### src/trace_pkg.sv
/*
 * Shared trace encoder types: data word widths, RISC-V opcodes,
 * instruction format enum, access mask bits, retirement and record structs
 */
package trace_pkg;

  typedef logic [31:0] xlen_t;
  typedef logic [31:0] insn_t;
  typedef logic [4:0]  reg_addr_t;
  typedef logic [3:0]  byte_mask_t;
  typedef logic [6:0]  opcode_t;
  typedef logic [2:0]  funct3_t;
  typedef logic [6:0]  funct7_t;

  // Cycle stamp field, wide enough for the default counter
  localparam int unsigned CYCLE_FIELD_WIDTH = 32;
  typedef logic [CYCLE_FIELD_WIDTH-1:0] cycle_t;

  typedef enum logic [3:0] {
    R          = 4'd0,
    I          = 4'd1,
    I_SHIFT    = 4'd2,
    I_JALR     = 4'd3,
    LOAD       = 4'd4,
    S          = 4'd5,
    B          = 4'd6,
    U          = 4'd7,
    J          = 4'd8,
    CSR        = 4'd9,
    SYSTEM     = 4'd10,
    FENCE      = 4'd11,
    COMPRESSED = 4'd12,
    ILLEGAL    = 4'd13
  } insn_format_e;

  // Bit 2 stands for rs3, never set by RV32I/M
  typedef logic [4:0] access_mask_t;
  localparam access_mask_t ACC_RS1 = 5'b00001;
  localparam access_mask_t ACC_RS2 = 5'b00010;
  localparam access_mask_t ACC_RD  = 5'b01000;
  localparam access_mask_t ACC_MEM = 5'b10000;

  // Major opcodes of the 32-bit encodings
  localparam opcode_t OPC_LOAD     = 7'b0000011;
  localparam opcode_t OPC_MISC_MEM = 7'b0001111;
  localparam opcode_t OPC_OP_IMM   = 7'b0010011;
  localparam opcode_t OPC_AUIPC    = 7'b0010111;
  localparam opcode_t OPC_STORE    = 7'b0100011;
  localparam opcode_t OPC_OP       = 7'b0110011;
  localparam opcode_t OPC_LUI      = 7'b0110111;
  localparam opcode_t OPC_BRANCH   = 7'b1100011;
  localparam opcode_t OPC_JALR     = 7'b1100111;
  localparam opcode_t OPC_JAL      = 7'b1101111;
  localparam opcode_t OPC_SYSTEM   = 7'b1110011;

  typedef struct packed {
    insn_t      insn;
    reg_addr_t  rs1_addr;
    reg_addr_t  rs2_addr;
    reg_addr_t  rs3_addr;
    xlen_t      rs1_rdata;
    xlen_t      rs2_rdata;
    xlen_t      rs3_rdata;
    reg_addr_t  rd_addr;
    xlen_t      rd_wdata;
    xlen_t      pc_rdata;
    xlen_t      pc_wdata;
    xlen_t      mem_addr;
    byte_mask_t mem_rmask;
    byte_mask_t mem_wmask;
    xlen_t      mem_rdata;
    xlen_t      mem_wdata;
  } rvfi_retire_t;

  typedef struct packed {
    insn_format_e format;
    access_mask_t access;
    logic         compressed;
  } decode_info_t;

  typedef struct packed {
    cycle_t       cycle;
    xlen_t        pc;
    insn_t        insn;
    insn_format_e format;
    access_mask_t access;
    xlen_t        imm;
    xlen_t        target;
    reg_addr_t    rs1_addr;
    xlen_t        rs1_rdata;
    reg_addr_t    rs2_addr;
    xlen_t        rs2_rdata;
    reg_addr_t    rd_addr;
    xlen_t        rd_wdata;
    xlen_t        mem_addr;
    logic         mem_load;
    logic         mem_store;
    xlen_t        mem_data;
  } trace_record_t;

endpackage

### src/insn_format_decoder.sv
/*
 * Instruction format classifier for RV32I and RV32M, with the set of
 * registers and memory each format touches
 */
`timescale 1ns/1ps

module insn_format_decoder (
  input  trace_pkg::insn_t        insn,
  output trace_pkg::decode_info_t info
);

  trace_pkg::opcode_t      opcode;
  trace_pkg::funct3_t      funct3;
  trace_pkg::funct7_t      funct7;
  trace_pkg::insn_format_e format;
  trace_pkg::access_mask_t access;
  logic                    compressed;
  logic                    system_ok;

  assign opcode     = insn[6:0];
  assign funct3     = insn[14:12];
  assign funct7     = insn[31:25];
  assign compressed = (insn[1:0] != 2'b11);

  // Operand-free privileged ops: ecall, ebreak, wfi, mret, dret
  always_comb begin
    system_ok = 1'b0;
    if (insn[19:7] == 13'h0) begin
      case (insn[31:20])
        12'h000, 12'h001, 12'h105, 12'h302, 12'h7b2: system_ok = 1'b1;
        default: system_ok = 1'b0;
      endcase
    end
  end

  always_comb begin
    format = trace_pkg::ILLEGAL;
    if (compressed) begin
      format = trace_pkg::COMPRESSED;
    end else begin
      case (opcode)
        trace_pkg::OPC_LUI, trace_pkg::OPC_AUIPC: begin
          format = trace_pkg::U;
        end
        trace_pkg::OPC_JAL: begin
          format = trace_pkg::J;
        end
        trace_pkg::OPC_JALR: begin
          if (funct3 == 3'b000) begin
            format = trace_pkg::I_JALR;
          end
        end
        trace_pkg::OPC_BRANCH: begin
          // funct3 010 and 011 are unassigned
          if (funct3[2:1] != 2'b01) begin
            format = trace_pkg::B;
          end
        end
        trace_pkg::OPC_LOAD: begin
          // lb, lh, lw, lbu, lhu
          case (funct3)
            3'b000, 3'b001, 3'b010, 3'b100, 3'b101: format = trace_pkg::LOAD;
            default: format = trace_pkg::ILLEGAL;
          endcase
        end
        trace_pkg::OPC_STORE: begin
          if (!funct3[2] && funct3[1:0] != 2'b11) begin
            format = trace_pkg::S;
          end
        end
        trace_pkg::OPC_OP_IMM: begin
          if (funct3 == 3'b001) begin
            if (funct7 == 7'b0000000) begin
              format = trace_pkg::I_SHIFT;
            end
          end else if (funct3 == 3'b101) begin
            // srli or srai
            if (funct7 == 7'b0000000 || funct7 == 7'b0100000) begin
              format = trace_pkg::I_SHIFT;
            end
          end else begin
            format = trace_pkg::I;
          end
        end
        trace_pkg::OPC_OP: begin
          // Base ALU ops and the RV32M multiply/divide group
          if (funct7 == 7'b0000000 || funct7 == 7'b0000001) begin
            format = trace_pkg::R;
          end else if (funct7 == 7'b0100000 && (funct3 == 3'b000 || funct3 == 3'b101)) begin
            format = trace_pkg::R;
          end
        end
        trace_pkg::OPC_MISC_MEM: begin
          // fence and fence.i
          if (funct3 == 3'b000 || funct3 == 3'b001) begin
            format = trace_pkg::FENCE;
          end
        end
        trace_pkg::OPC_SYSTEM: begin
          if (funct3 == 3'b000) begin
            if (system_ok) begin
              format = trace_pkg::SYSTEM;
            end
          end else if (funct3 != 3'b100) begin
            format = trace_pkg::CSR;
          end
        end
        default: begin
          format = trace_pkg::ILLEGAL;
        end
      endcase
    end
  end

  always_comb begin
    case (format)
      trace_pkg::R: begin
        access = trace_pkg::ACC_RS1 | trace_pkg::ACC_RS2 | trace_pkg::ACC_RD;
      end
      trace_pkg::I, trace_pkg::I_SHIFT, trace_pkg::I_JALR: begin
        access = trace_pkg::ACC_RS1 | trace_pkg::ACC_RD;
      end
      trace_pkg::LOAD: begin
        access = trace_pkg::ACC_RS1 | trace_pkg::ACC_RD | trace_pkg::ACC_MEM;
      end
      trace_pkg::S: begin
        access = trace_pkg::ACC_RS1 | trace_pkg::ACC_RS2 | trace_pkg::ACC_MEM;
      end
      trace_pkg::B: begin
        access = trace_pkg::ACC_RS1 | trace_pkg::ACC_RS2;
      end
      trace_pkg::U, trace_pkg::J: begin
        access = trace_pkg::ACC_RD;
      end
      trace_pkg::CSR: begin
        // Immediate variants take a uimm in place of rs1
        access = funct3[2] ? trace_pkg::ACC_RD : (trace_pkg::ACC_RD | trace_pkg::ACC_RS1);
      end
      default: begin
        access = '0;
      end
    endcase
  end

  assign info.format     = format;
  assign info.access     = access;
  assign info.compressed = compressed;

  // Format and mask tables must agree on what carries no operands
  always_comb begin
    assert final ((compressed == (format == trace_pkg::COMPRESSED)) &&
                  ((format != trace_pkg::ILLEGAL && format != trace_pkg::COMPRESSED) ||
                   access == '0))
      else $error("decoder: mask %b reported for format %s", access, format.name());
  end

endmodule

### src/insn_imm_extract.sv
/*
 * Sign-extended immediate per instruction format and the
 * PC-relative target of branches and JAL
 */
`timescale 1ns/1ps

module insn_imm_extract (
  input  trace_pkg::insn_t        insn,
  input  trace_pkg::xlen_t        pc,
  input  trace_pkg::insn_format_e format,
  output trace_pkg::xlen_t        imm,
  output trace_pkg::xlen_t        target
);

  trace_pkg::xlen_t imm_i;
  trace_pkg::xlen_t imm_shamt;
  trace_pkg::xlen_t imm_s;
  trace_pkg::xlen_t imm_b;
  trace_pkg::xlen_t imm_u;
  trace_pkg::xlen_t imm_j;
  trace_pkg::xlen_t imm_csr;
  logic             pc_relative;

  assign imm_i     = {{20{insn[31]}}, insn[31:20]};
  assign imm_shamt = {27'b0, insn[24:20]};
  assign imm_s     = {{20{insn[31]}}, insn[31:25], insn[11:7]};

  // Branch offsets are in halfwords, bit 0 is implicit
  assign imm_b = {{19{insn[31]}}, insn[31], insn[7], insn[30:25], insn[11:8], 1'b0};
  assign imm_u = {insn[31:12], 12'b0};
  assign imm_j = {{11{insn[31]}}, insn[31], insn[19:12], insn[20], insn[30:21], 1'b0};

  // uimm field of csrr*i sits where rs1 would be
  assign imm_csr = {27'b0, insn[19:15]};

  always_comb begin
    case (format)
      trace_pkg::I, trace_pkg::I_JALR, trace_pkg::LOAD: begin
        imm = imm_i;
      end
      trace_pkg::I_SHIFT: begin
        imm = imm_shamt;
      end
      trace_pkg::S: begin
        imm = imm_s;
      end
      trace_pkg::B: begin
        imm = imm_b;
      end
      trace_pkg::U: begin
        imm = imm_u;
      end
      trace_pkg::J: begin
        imm = imm_j;
      end
      trace_pkg::CSR: begin
        imm = imm_csr;
      end
      default: begin
        imm = '0;
      end
    endcase
  end

  // JALR depends on rs1 and gets no target here
  assign pc_relative = (format == trace_pkg::B) || (format == trace_pkg::J);
  assign target      = pc_relative ? (pc + imm) : '0;

endmodule

### src/trace_record_stage.sv
/*
 * Cycle counter and registered trace record with operand gating
 * by access mask and load/store classification
 */
`timescale 1ns/1ps

module trace_record_stage #(
  parameter int unsigned cycle_width = 32
) (
  input  logic                     clk_i,
  input  logic                     rst_ni,
  input  logic                     rvfi_valid,
  input  logic                     enable,
  input  trace_pkg::rvfi_retire_t  rvfi,
  input  trace_pkg::decode_info_t  info,
  input  trace_pkg::xlen_t         imm,
  input  trace_pkg::xlen_t         target,
  output logic                     trace_valid,
  output trace_pkg::trace_record_t trace
);

  logic [cycle_width-1:0]   cycle_q;
  logic                     capture;
  logic                     mem_access;
  logic                     mem_load;
  logic                     mem_store;
  logic                     valid_q;
  trace_pkg::trace_record_t record_d;
  trace_pkg::trace_record_t record_q;

  assign capture = rvfi_valid & enable;

  // Free-running edge count since reset release, wraps at its width
  always_ff @(posedge clk_i or negedge rst_ni) begin
    if (!rst_ni) begin
      cycle_q <= '0;
    end else begin
      cycle_q <= cycle_q + 1'b1;
    end
  end

  assign mem_access = |(info.access & trace_pkg::ACC_MEM);
  assign mem_load   = mem_access && (rvfi.mem_rmask != '0);
  assign mem_store  = mem_access && (rvfi.mem_wmask != '0);

  always_comb begin
    record_d        = '0;
    record_d.cycle  = trace_pkg::cycle_t'(cycle_q);
    record_d.pc     = rvfi.pc_rdata;
    record_d.insn   = info.compressed ? {16'h0, rvfi.insn[15:0]} : rvfi.insn;
    record_d.format = info.format;
    record_d.access = info.access;
    record_d.imm    = imm;
    record_d.target = target;
    if (|(info.access & trace_pkg::ACC_RS1)) begin
      record_d.rs1_addr  = rvfi.rs1_addr;
      record_d.rs1_rdata = rvfi.rs1_rdata;
    end
    if (|(info.access & trace_pkg::ACC_RS2)) begin
      record_d.rs2_addr  = rvfi.rs2_addr;
      record_d.rs2_rdata = rvfi.rs2_rdata;
    end
    if (|(info.access & trace_pkg::ACC_RD)) begin
      record_d.rd_addr  = rvfi.rd_addr;
      record_d.rd_wdata = rvfi.rd_wdata;
    end
    if (mem_access) begin
      record_d.mem_addr  = rvfi.mem_addr;
      record_d.mem_load  = mem_load;
      record_d.mem_store = mem_store;
      // A load reports what came back, a store what went out
      if (mem_load) begin
        record_d.mem_data = rvfi.mem_rdata;
      end else if (mem_store) begin
        record_d.mem_data = rvfi.mem_wdata;
      end
    end
  end

  always_ff @(posedge clk_i or negedge rst_ni) begin
    if (!rst_ni) begin
      valid_q  <= 1'b0;
      record_q <= '0;
    end else begin
      valid_q <= capture;
      if (capture) begin
        record_q <= record_d;
      end
    end
  end

  assign trace_valid = valid_q;
  assign trace       = record_q;

  // Two pulses in a row need a retirement at both capturing edges
  back_to_back_pulse_a: assert property (@(posedge clk_i) disable iff (!rst_ni)
    trace_valid && $past(trace_valid) |-> $past(rvfi_valid) && $past(rvfi_valid, 2))
    else $error("record stage: consecutive trace pulses without retirements");

endmodule

### src/rvfi_tracer.sv
/*
 * Retirement trace encoder top level
 * Decoder and immediate extractor feed the registered record stage
 */
`timescale 1ns/1ps

module rvfi_tracer #(
  parameter int unsigned cycle_width = 32
) (
  input  logic                     clk_i,
  input  logic                     rst_ni,
  input  logic                     rvfi_valid,
  input  logic                     enable,
  input  trace_pkg::rvfi_retire_t  rvfi,
  output logic                     trace_valid,
  output trace_pkg::trace_record_t trace
);

  trace_pkg::decode_info_t info;
  trace_pkg::xlen_t        imm;
  trace_pkg::xlen_t        target;

  insn_format_decoder u_decoder (
    .insn (rvfi.insn),
    .info (info)
  );

  insn_imm_extract u_imm_extract (
    .insn   (rvfi.insn),
    .pc     (rvfi.pc_rdata),
    .format (info.format),
    .imm    (imm),
    .target (target)
  );

  trace_record_stage #(
    .cycle_width (cycle_width)
  ) u_record_stage (
    .clk_i       (clk_i),
    .rst_ni      (rst_ni),
    .rvfi_valid  (rvfi_valid),
    .enable      (enable),
    .rvfi        (rvfi),
    .info        (info),
    .imm         (imm),
    .target      (target),
    .trace_valid (trace_valid),
    .trace       (trace)
  );

endmodule

### config.mk
export PLATFORM = sky130hd
export DESIGN_NAME = rvfi_tracer
export DESIGN_NICKNAME = d
export VERILOG_FILES = /design/src/trace_pkg.sv /design/src/insn_format_decoder.sv /design/src/insn_imm_extract.sv /design/src/trace_record_stage.sv /design/src/rvfi_tracer.sv
export SDC_FILE = /design/constraint.sdc
export NUM_CORES = 1
export LEC_CHECK = 0
export ABC_AREA = 1
export ABC_CLOCK_PERIOD_IN_PS = 1300
export BUFFER_PORTS_ARGS = -buffer_cell sky130_fd_sc_hd__buf_2
export CAP_MARGIN = 25
export CELL_PAD_IN_SITES_DETAIL_PLACEMENT = 0
export CELL_PAD_IN_SITES_GLOBAL_PLACEMENT = 2
export CORE_ASPECT_RATIO = 1.5
export CORE_MARGIN = 10
export CORE_UTILIZATION = 25
export CTS_BUF_LIST = sky130_fd_sc_hd__clkbuf_8
export DETAILED_ROUTE_END_ITERATION = 8
export PLACE_DENSITY = 0.88
export SLEW_MARGIN = 20
export SYNTH_ARGS = -nofsm -noshare
export SYNTH_HDL_FRONTEND = slang
export SYNTH_HIERARCHICAL = 1
export SYNTH_SLANG_ARGS = --single-unit
### constraint.sdc
create_clock -name clk_i -period 1.3 [get_ports clk_i]
set_clock_uncertainty 0.1 [all_clocks]
set_input_delay 0.325 -clock clk_i [delete_from_list [all_inputs] [get_ports clk_i]]
set_output_delay 0.325 -clock clk_i [all_outputs]
set_load 0.01 [all_outputs]
==> metrics.md <==
| Metric | Value |
|---|---|
| Setup ws final | `-1.94 ns` |
| YS warnings | `6` |
| Vias in the first global route | `between 20k and 25k` |
| Period utilization | `249%` |
| Share of cells above drive strength 1 | `43.8%` |
| DP Wirelength | `71300 µm` |
| HP Start | `rvfi[136]` |
| Fillcell total | `7657` |
| Yosys cell types | `40` |
| GRT busiest layer | `met2` |
| RR Endpoint | `u_record_stage/cycle_q[18]` |
| Number of flops mapped to enable cells by yosys | `0` |
| Worst Hold Class | `input pin to register` |
| End-of-flow core utilization | `~44%` |
| Pwr Total | `roughly 29000 µW` |
| Area contributors post-synth | `dfrtp_1, nand2_1, o21ai_0, nand3_1, inv_1` |
| Fin Setup TNS | `-326.24 ns` |
| Global Route Usage Sum | `around 20%` |
| Drt pass-1 iters | `5` |
| Syn nets | `between 3k and 4k` |
| Synth Instances | `between 2k and 3k` |
| Setup crit end kind | `register` |
| Top-level I/O count | `699` |
| Buf/Inv on CP | `6` |
| Status | `finished, violations left` |
| CP peak stage delay | `about 0.34 ns` |
| CP Class | `input pin to register` |
| Met2 Usage GRT | `roughly 37%` |
| PD cells | `approximately 860 mW/mm²` |
| Rows | `~130` |
| Area growth syn-to-layout | `76.0%` |
| Max_cap viols | `0` |
| Final nets | `around 4.3k` |
| Top-area cell type share of the netlist area | `48.8%` |
| Final setup vio count | `621` |
| Area of the multi-input gates | `around 0.011 mm²` |
| CTS buffer count | `66` |
| CP required | `between 1.5 and 2 ns` |
| Final Wtd Congestion | `~0.9` |
| WL/cell | `between 15 and 20 µm` |
| RSZ-0062 raised after global routing | `true` |
| DR DRC count | `0` |
| Largest net degree at the start of global routing | `between 60 and 70` |
| Slew margin rel. | `66.6%` |
| Worst Setup Start Kind | `input pin` |
| Worst Path Arrival | `about 3.7 ns` |
| Leakage | `~0.018 µW` |
| Asr flop ratio synth | `between 90% and 100%` |
| Avg Cell Area, Syn | `approximately 7.4 µm²` |
| M1 GR Usage | `21.2%` |
| Max Freq | `~310 MHz` |
| Post-Syn Area | `~0.019 mm²` |
| FF+latch count, synth | `roughly 380` |
| CTS Root Cell | `clkbuf_8` |
| Initial Util | `between 20% and 30%` |
| R2R Path Start | `u_record_stage/cycle_q[0]` |
| Die Span Y | `361 µm` |
| Vias per std cell | `between 4 and 5` |
| Final Cell Area | `0.0342 mm²` |
| Cell taking the most area after synthesis | `dfrtp_1` |
| Gr ovfl total | `0` |
| Worst-path fanout max | `7` |
| Die W | `around 250 µm` |
| Final hold violations | `0` |
| CTS H-Tree Depth | `3` |
| Area after DPL | `between 0.02 and 0.03 mm²` |
| Worst-margin pin slew | `roughly 0.5 ns` |
| Clock Latency Late Sink | `about 0.63 ns` |
| Worst r2r path cells | `8` |
| Clk slew on worst S/H paths | `~0.060 ns` |
| Vias after detailed routing | `22.0k` |
| Register-to-Register Setup Slack | `-0.26 ns` |
| First-pass GRT wire length | `approximately 140000 µm` |
| Core Area | `0.0773 mm²` |
| CP most frequent cell | `nand2_2` |
| Crit path max-delay family | `simple AND/OR/NAND/NOR gates` |
| Synth top cells by count | `nand2_1, dfrtp_1, o21ai_0, inv_1, nor2_1` |
| IO buf count | `roughly 630` |
| Final min period | `3.24 ns` |
| Primary FF master, synth | `dfrtp_1` |
| Peak supply drop | `slightly above 800 µV` |
| DIE AREA | `between 0.08 and 0.09 mm²` |
| CTS max path bufs | `3` |
| Storage element area | `0.00948 mm²` |
| Count leader, synth | `nand2_1` |
| Initial antenna violation count | `12` |
| Final Non-Filler Cells | `4976` |
| Number of cells after detailed placement | `approximately 4.5k` |
| Routed WL | `slightly above 90000 µm` |
| CP max-delay cell | `ha_1` |
| WHS Endpoint | `u_record_stage/trace[177]` |
| CTS tree | `built` |
| Grt met3 use | `approximately 4.6%` |
| Worst Hold Depth | `6` |
| Fin. max-slew vios | `0` |
| Detail Route Antenna Nets | `0` |
| Failing checks | `negative setup slack` |
| Clk sink count | `approximately 380` |
| Starting DRT DRC Count | `around 1.0k` |
| Sequential-to-total area share from yosys stat | `between 40% and 50%` |
==> state kept, by name, summed over array words and instances (netlist names) <==
| register | count |
|---|---|
| u_record_stage/trace | 346 |
| u_record_stage/cycle_q | 32 |
| u_record_stage/trace_valid | 1 |
==> final cells by class <==
cell class	instances	area share, %
antenna	8	0.0586
clock buffer	84	3.38
sequential	379	27.7
clock inverter	31	0.663
tap	1016	3.72
multi-input combinational	1947	32.2
timing repair buffer	1326	30.0
inverter	185	2.19
==> worst max-delay path by stage <==
| stage | from | to | slack (ns) | cells after the start |
|---|---|---|---|---|
| 2_1_floorplan | rvfi[324] | u_record_stage/trace[207] | -1.85 | 32 |
| 3_3_place_gp | rvfi[324] | u_record_stage/trace[205] | -2.81 | 24 |
| 3_5_place_dp | rvfi[324] | u_record_stage/trace[205] | -2.79 | 24 |
| 4_1_cts | rvfi[324] | u_record_stage/trace[199] | -1.73 | 32 |
| 5_1_grt | rvfi[327] | u_record_stage/trace[196] | -2.07 | 33 |
| 6_report | rvfi[344] | u_record_stage/trace[188] | -1.94 | 27 |
==> per-layer routing <==
layer | up-vias | routed length, µm
li1 | 10800 | -
met1 | 10200 | 34200
met3 | 243 | 5670
met5 | - | 61
met4 | 10 | 5070
met2 | 715 | 48400
==> worst min-delay path: stages <==
cell	delay (ns)
buf_2	0.13
ha_4	0.13
inv_1	0.03
nor2_1	0.09
nand2_1	0.07
nand2_1	0.05
==> repair_timing <==
action                                  CTS  global route
cloned                                    7             6
hold endpoints to repair                618             0
gates resized for setup                 289           166
setup buffers                            58            25
endpoints found under the setup margin  620           633
hold buffers                            273             0
pin swaps                               111            81
==> layout by cell type, fill, tap and decap left out, types with 5 or more instances in the layout <==
| cell | n |
|---|---|
| a21oi_1 | 20 |
| a21oi_2 | 25 |
| a21oi_4 | 5 |
| buf_12 | 57 |
| buf_16 | 6 |
| buf_2 | 610 |
| buf_4 | 320 |
| buf_6 | 50 |
| clkbuf_8 | 84 |
| dfrtp_1 | 379 |
| diode_2 | 8 |
| dlygate4sd3_1 | 273 |
| ha_4 | 30 |
| inv_1 | 163 |
| inv_2 | 28 |
| inv_4 | 7 |
| nand2_1 | 1014 |
| nand2_2 | 211 |
| nand2_4 | 56 |
| nand2_8 | 11 |
| nand3_1 | 84 |
| nand3_2 | 37 |
| nand3_4 | 13 |
| nor2_1 | 102 |
| nor2_2 | 43 |
| nor2_4 | 35 |
| o21ai_0 | 38 |
| o21ai_1 | 118 |
| o21ai_2 | 53 |
| o21ai_4 | 10 |
| xor2_1 | 15 |
==> kinds of logic (layout without fill, tap and decap cells) <==
logic type	Yosys count	count (layout)	share of synthesized area [%]
and+or+nand+nor	1621	1622	33.5
buffers and inverters	296	1626	7.31
DFF	379	379	48.8
adders and majority gates	33	33	2.16
other	1	9	0.0193
AOI/OAI and AO/OA	275	275	7.45
xor gates and xnor gates	16	16	0.722
==> through the flow <==
step                worst slack, ns  hold WS (ns)
finish                        -1.94         0.127
global route                  -2.07         0.112
CTS                           -1.73        0.0301
detailed placement            -2.79        0.0629
global placement              -2.81        0.0645
floorplan                     -1.85       -0.0706
==> power breakdown <==
group          switching (µW)  total [µW]  internal [µW]
Sequential                205       12400          12200
Combinational            2790        5190           2410
Clock                    5280       11700           6410
Total                    8270       29300          21000
Note: power is estimated with default switching activity, not from simulation.
